## src/source/lc3b_macros.svh

```systemverilog
`ifndef LC3B_MACROS_SVH
`define LC3B_MACROS_SVH

// ----------------------------------------
// Data memory geometry
// ----------------------------------------

// Sixteen bit words per line
`define LC3B_LINE_WORDS 8

// Line width in bits
`define LC3B_LINE_BITS 128

// Line index width for 64 lines of 16 bytes
`define LC3B_MEM_LINE_AW 6

`endif

```

## src/source/lc3b_pkg.sv

```systemverilog
`default_nettype none

package lc3b_pkg;

    // Data and address word
    typedef logic [15:0] lc3b_word;

    // Condition code bits {n, z, p}
    typedef logic [2:0] lc3b_cc;

    // Data address source
    typedef enum logic [1:0] {
        ADDR_TRAP = 2'd0,  // Trap vector shifted left by one
        ADDR_ALU  = 2'd1,
        ADDR_HELD = 2'd2   // Word held from an earlier read
    } lc3b_addr_sel;

    // Condition code source
    typedef enum logic [1:0] {
        CC_SRC_ALU   = 2'd0,
        CC_SRC_RDATA = 2'd1,  // Word read by this operation
        CC_SRC_STORE = 2'd2
    } lc3b_cc_sel;

    // ----------------------------------------
    // Instruction word views
    // ----------------------------------------
    typedef struct packed {
        logic [3:0] opcode;
        lc3b_cc     nzp;     // Condition mask in bits 11:9
        logic [8:0] offset;
    } lc3b_br_view;

    typedef struct packed {
        logic [3:0] opcode;
        logic [3:0] pad;
        logic [7:0] vector;  // Trap vector in bits 7:0
    } lc3b_trap_view;

    typedef union packed {
        lc3b_br_view   br;
        lc3b_trap_view trap;
    } lc3b_ir;

endpackage

`default_nettype wire

```

## src/source/stage_mem.sv

```systemverilog
`timescale 1ns/1ps
`default_nettype none

`include "lc3b_macros.svh"

module stage_mem (
    input  wire                              clk,
    input  wire                              rst_n,
    input  wire                              start,
    input  wire                              mem_read,
    input  wire                              mem_write,
    input  wire  [1:0]                       byte_sel,
    input  wire  lc3b_pkg::lc3b_addr_sel     addr_sel,
    input  wire  lc3b_pkg::lc3b_cc_sel       cc_sel,
    input  wire                              cc_load,
    input  wire                              br_en_load,
    input  wire                              mdr_load,
    input  wire  lc3b_pkg::lc3b_word         alu_in,
    input  wire  lc3b_pkg::lc3b_ir           ir_in,
    input  wire  lc3b_pkg::lc3b_word         sr2_in,
    input  wire                              mem_ack,
    input  wire  [`LC3B_LINE_BITS-1:0]       mem_rdata,
    output logic [15:0]                      mdr,
    output logic                             br_en,
    output logic                             done,
    output logic                             mem_req,
    output logic [`LC3B_MEM_LINE_AW-1:0]     mem_line,
    output logic                             mem_we,
    output logic [`LC3B_LINE_BITS/8-1:0]     mem_sel,
    output logic [`LC3B_LINE_BITS-1:0]       mem_wdata
);

    localparam int LANE_W = $clog2(`LC3B_LINE_WORDS);

    typedef enum logic [1:0] {
        S_IDLE    = 2'd0,
        S_REQ     = 2'd1,  // Request up while waiting for ack
        S_RELEASE = 2'd2,  // Request down until ack falls
        S_FINISH  = 2'd3
    } state_t;

    state_t               state;
    lc3b_pkg::lc3b_cc     cc;
    lc3b_pkg::lc3b_word   held;
    lc3b_pkg::lc3b_word   addr;
    lc3b_pkg::lc3b_word   trap_addr;
    lc3b_pkg::lc3b_word   cc_src;
    lc3b_pkg::lc3b_word   rdata_lane;
    logic [LANE_W-1:0]    lane;
    logic                 is_read;

    // Sign and zero test of one word
    function automatic lc3b_pkg::lc3b_cc gen_cc(input lc3b_pkg::lc3b_word w);
        lc3b_pkg::lc3b_cc c;
        if (w[15]) begin
            c = 3'b100;
        end else if (w == 16'h0000) begin
            c = 3'b010;
        end else begin
            c = 3'b001;
        end
        return c;
    endfunction

    // ----------------------------------------
    // Address and request fields
    // ----------------------------------------
    assign trap_addr = {7'b0, ir_in.trap.vector, 1'b0};
    assign is_read   = mem_read & ~mem_write;  // A write takes priority

    always_comb begin
        case (addr_sel)
            lc3b_pkg::ADDR_TRAP: addr = trap_addr;
            lc3b_pkg::ADDR_HELD: addr = held;
            default:             addr = alu_in;
        endcase
    end

    assign lane     = addr[LANE_W:1];                         // Bit 0 ignored
    assign mem_line = addr[LANE_W+1 +: `LC3B_MEM_LINE_AW];
    assign mem_we   = mem_write;

    // Place byte enables and store word in the addressed lane
    always_comb begin
        mem_sel   = '0;
        mem_wdata = '0;
        mem_sel[lane*2 +: 2]    = byte_sel;
        mem_wdata[lane*16 +: 16] = sr2_in;
    end

    assign rdata_lane = mem_rdata[lane*16 +: 16];

    // ----------------------------------------
    // Requester FSM
    // ----------------------------------------
    always_ff @(posedge clk) begin
        if (!rst_n) begin
            state <= S_IDLE;
        end else begin
            case (state)
                S_IDLE: begin
                    if (start) begin
                        state <= (mem_read || mem_write) ? S_REQ : S_FINISH;
                    end
                end
                S_REQ: begin
                    if (mem_ack) state <= S_RELEASE;
                end
                S_RELEASE: begin
                    if (!mem_ack) state <= S_FINISH;  // Responder has let go
                end
                default: state <= S_IDLE;
            endcase
        end
    end

    assign mem_req = (state == S_REQ);
    assign done    = (state == S_FINISH);

    // Read lane captured while ack is high
    always_ff @(posedge clk) begin
        if (!rst_n) begin
            mdr <= '0;
        end else if (state == S_REQ && mem_ack && is_read) begin
            mdr <= rdata_lane;
        end
    end

    // ----------------------------------------
    // Condition codes and branch enable
    // ----------------------------------------
    always_comb begin
        case (cc_sel)
            lc3b_pkg::CC_SRC_RDATA: cc_src = mdr;
            lc3b_pkg::CC_SRC_STORE: cc_src = sr2_in;
            default:                cc_src = alu_in;
        endcase
    end

    always_ff @(posedge clk) begin
        if (!rst_n) begin
            cc    <= 3'b010;
            br_en <= 1'b0;
            held  <= '0;
        end else if (state == S_FINISH) begin
            if (cc_load) cc <= gen_cc(cc_src);
            // Compared against the code from before this operation
            if (br_en_load) br_en <= |(cc & ir_in.br.nzp);
            if (mdr_load && is_read) begin
                held <= mdr;  // Pointer for a later indirect access
            end
        end
    end

endmodule

`default_nettype wire

```

## config.mk

```make
export PLATFORM = sky130hd
export DESIGN_NAME = stage_mem
export DESIGN_NICKNAME = d
export VERILOG_FILES = /design/src/source/lc3b_pkg.sv /design/src/source/stage_mem.sv
export VERILOG_INCLUDE_DIRS = /design/src /design/src/source
export SDC_FILE = /design/constraint.sdc
export NUM_CORES = 1
export LEC_CHECK = 0
export ABC_AREA = 1
export BUFFER_PORTS_ARGS = -buffer_cell sky130_fd_sc_hd__buf_2
export CAP_MARGIN = 20
export CORE_AREA = 2 2 139 141
export DETAILED_ROUTE_END_ITERATION = 6
export DIE_AREA = 0 0 141 143
export PLACE_DENSITY = 0.6
export SLEW_MARGIN = 20
export SYNTH_ARGS = -nofsm -noshare
export SYNTH_HDL_FRONTEND = slang
export SYNTH_SLANG_ARGS = --single-unit
```

## constraint.sdc

```tcl
create_clock -name clk -period 2.85 [get_ports clk]
set_input_delay 0.4275 -clock clk [delete_from_list [all_inputs] [get_ports clk]]
set_output_delay 0.4275 -clock clk [all_outputs]
set_load 0.1 [all_outputs]
```

==> impl_metrics.env <==
export IMPL_seq_area_um2=621
export IMPL_hold_viol=0
export IMPL_cts_buffer_depth=2
export IMPL_critPathKind="primary input to primary output"
export IMPL_drtIter0Drc=392
export IMPL_drt_vias_per_instance=4.78
export IMPL_layout_common_cells="nand2_1, buf_2, buf_12, nor2_4, nand4_1"
export IMPL_syn_num_nets=981
export IMPL_vdd_drop_max_mv=0.213
export IMPL_outcome="completed"
export IMPL_p_switching_uw=1770
export IMPL_pwr_share_clk=0.162
export IMPL_vias=6453
export IMPL_p_leak_uw=0.00427
export IMPL_finalCriticalPeriod_ns=2.70
export IMPL_grt_pass1_wl_mm=34.4
export IMPL_cp_common_cell="inv_2"
export IMPL_cp_arrival_ns=2.27
export IMPL_grt_pass1_vias=6098
export IMPL_path_max_fanout=16
export IMPL_critPathMaxStageDelay_ns=0.23
export IMPL_drtPass1Iterations=5
export IMPL_place_congestion=0.896
export IMPL_setup_violations_final=0
export IMPL_clk_pin_slew_ns=0.05
export IMPL_multi_input_area_um2=3800
export IMPL_detail_route_antenna_nets=0
export IMPL_synthToLayoutAreaGrowth_pct=126
export IMPL_rsz0062_at_grt="no"
export IMPL_layout_commonest_cell="nand2_1"
export IMPL_hold_start="ir_in[10]"
export IMPL_power_uw=3220
export IMPL_wl_per_cell_um=17.2
export IMPL_min_period_over_period=0.947
export IMPL_gr_total_overflow=0
export IMPL_die_h_um=143
export IMPL_grt_use_met3=0.0366
export IMPL_finalNonFillerCells=1349
export IMPL_synth_cell_types=34
export IMPL_use_met2=0.379
export IMPL_switching_share=0.548
export IMPL_antenna_found_initial=3
export IMPL_worst_pin_slew_ns=0.678
export IMPL_required_ns=2.42
export IMPL_layout_nets=1309
export IMPL_max_cap_viol_count=0
export IMPL_htreeDepth=2
export IMPL_drc=0
export IMPL_syn_inst=782
export IMPL_clk_latency_ns=0.28
export IMPL_power_frac_comb=0.679
export IMPL_die_area_um2=20200
export IMPL_core_area_um2=18600
export IMPL_max_slew_margin=0.548
export IMPL_grt_usage=0.219
export IMPL_wirelength_mm=23.2
export IMPL_cts_sinks=31
export IMPL_end_kind="primary output"
export IMPL_crit_start="addr_sel[0]"
export IMPL_synth_area_per_cell_um2=5.24
export IMPL_fmax_mhz=371
export IMPL_cp_start_kind="primary input"
export IMPL_busiest_layer="met2"
export IMPL_rows=50
export IMPL_cts_tree="yes"
export IMPL_setup_slack_ns=0.151
export IMPL_p_int_uw=1460
export IMPL_fill_cells=1744
export IMPL_power_density_nw_per_um2=348
export IMPL_r2r_start="held[1]"
export IMPL_fin_area_um2=9260
export IMPL_placed_cells=1335
export IMPL_hold_path_class="primary input to flop"
export IMPL_pin_count=361
export IMPL_yosysWarnings=0
export IMPL_numCtsBuffers=5
export IMPL_start_util=0.220
export IMPL_dp_hpwl_mm=18.8
export IMPL_drive_gt1_frac=0.507
export IMPL_seqPwrFrac=0.159
export IMPL_die_w_um=141
export IMPL_grt_max_degree=66
export IMPL_netlist_area_um2=4090
export IMPL_cp_cell_sequence="buf_2 > inv_2 > nand2_2 > o21ai_2 > inv_2 > nand2_4 > nor2_4 > ha_4 > inv_2 > buf_12 > nand2_1 > nor2_4 > buf_12"
export IMPL_slew_violations=0
export IMPL_slowest_stage="nand2_1"
export IMPL_use_met1=0.285
export IMPL_synth_seq_area_share=0.152
export IMPL_synth_ff_latch_count=31
export IMPL_portBuffers=355
export IMPL_fin_skew_ns=0.00365
export IMPL_dpl_worst_slack_ns=0.0683
export IMPL_cts_root_buf="clkbuf_16"
export IMPL_placed_cell_area_um2=9080
export IMPL_hold_buffers=0
-- power by group through the flow --
stage	Combinational [uW]	Sequential [uW]	Clock (uW)
floorplan	1360	640	0
global placement	2170	519	0
detailed placement	2190	521	0
CTS	2190	512	532
global route	2320	518	557
finish	2190	512	523
-- cell type report --
| class | count | share of cell area |
|---|---|---|
| multi-input cells | 652 | 0.411 |
| repair buffers | 377 | 0.456 |
| well taps | 234 | 0.0316 |
| diodes | 4 | 0.00108 |
| clock inverters | 3 | 0.00257 |
| inverters | 43 | 0.0180 |
| clock buffers | 5 | 0.0135 |
| flip-flops and latches | 31 | 0.0670 |
-- cell usage after synthesis (all sizes together) --
library cell | count | share of area
a21oi | 25 | 0.036
clkbuf | 11 | 0.010
nor3 | 5 | 0.0061
a22oi | 1 | 0.0018
o21ai | 30 | 0.038
nand2 | 277 | 0.26
buf | 45 | 0.069
or2 | 1 | 0.0015
o21bai | 1 | 0.0018
dfxtp | 31 | 0.15
nand4 | 67 | 0.11
o22ai | 1 | 0.0031
ha | 8 | 0.024
and3 | 1 | 0.0015
a31oi | 2 | 0.0067
nand3 | 46 | 0.059
nor3b | 1 | 0.0018
inv | 43 | 0.039
nor2 | 186 | 0.18
-- logic make-up (layout without fill, tap and decap cells) --
| kind of cell | Yosys count | in the layout | synth area share |
|---|---|---|---|
| adders and majority gates | 8 | 8 | 0.0245 |
| AOI/OAI and AO/OA | 60 | 60 | 0.0871 |
| DFF | 31 | 31 | 0.152 |
| buffers and inverters | 99 | 428 | 0.119 |
| other | 0 | 4 | 0 |
| and+or+nand+nor | 584 | 584 | 0.618 |
-- through the flow --
step	setup TNS, ns	util	hold slack (ns)
2_1_floorplan	-0.208	-	0.436
3_3_place_gp	0	0.489	0.458
3_5_place_dp	0	0.489	0.457
4_1_cts	0	0.497	0.419
5_1_grt	0	0.498	0.436
6_report	0	0.498	0.418
-- metal layers --
layer  wire length [um]  part of all wire
met4                424             0.018
met1               9600              0.41
met3               1480             0.064
met5                  0                 0
met2              11700              0.50
-- state kept, by name, indices dropped and copies added (netlist names) --
name   count
state      2
mdr       16
cc         3
br_en      1
held       9
-- path summary, 6_finish.rpt --
| kind | endpoint | slack (ns) | cells past startpoint |
|---|---|---|---|
| setup / recovery | mem_wdata[104] | 0.15 | 13 |
| hold reg to reg | cc[0] | 0.47 | 2 |
| hold / removal | br_en | 0.42 | 3 |
| setup reg to reg | mdr[3] | 0.89 | 9 |
-- what timing repair did --
item	in CTS	in global routing
endpoints found under the setup margin	0	57
setup buffers	0	2
hold endpoints to repair	0	0
gates resized for setup	0	1
-- critical path, delay by kind of cell --
kind | cells | cell delay [ns]
AO/OA/AOI/OAI | 1 | 0.22
buffers and inverters | 6 | 0.81
adder cells (fa/ha/maj) | 1 | 0.17
AND/OR/NAND/NOR | 5 | 0.63
Note: power is estimated with default switching activity, not from simulation.
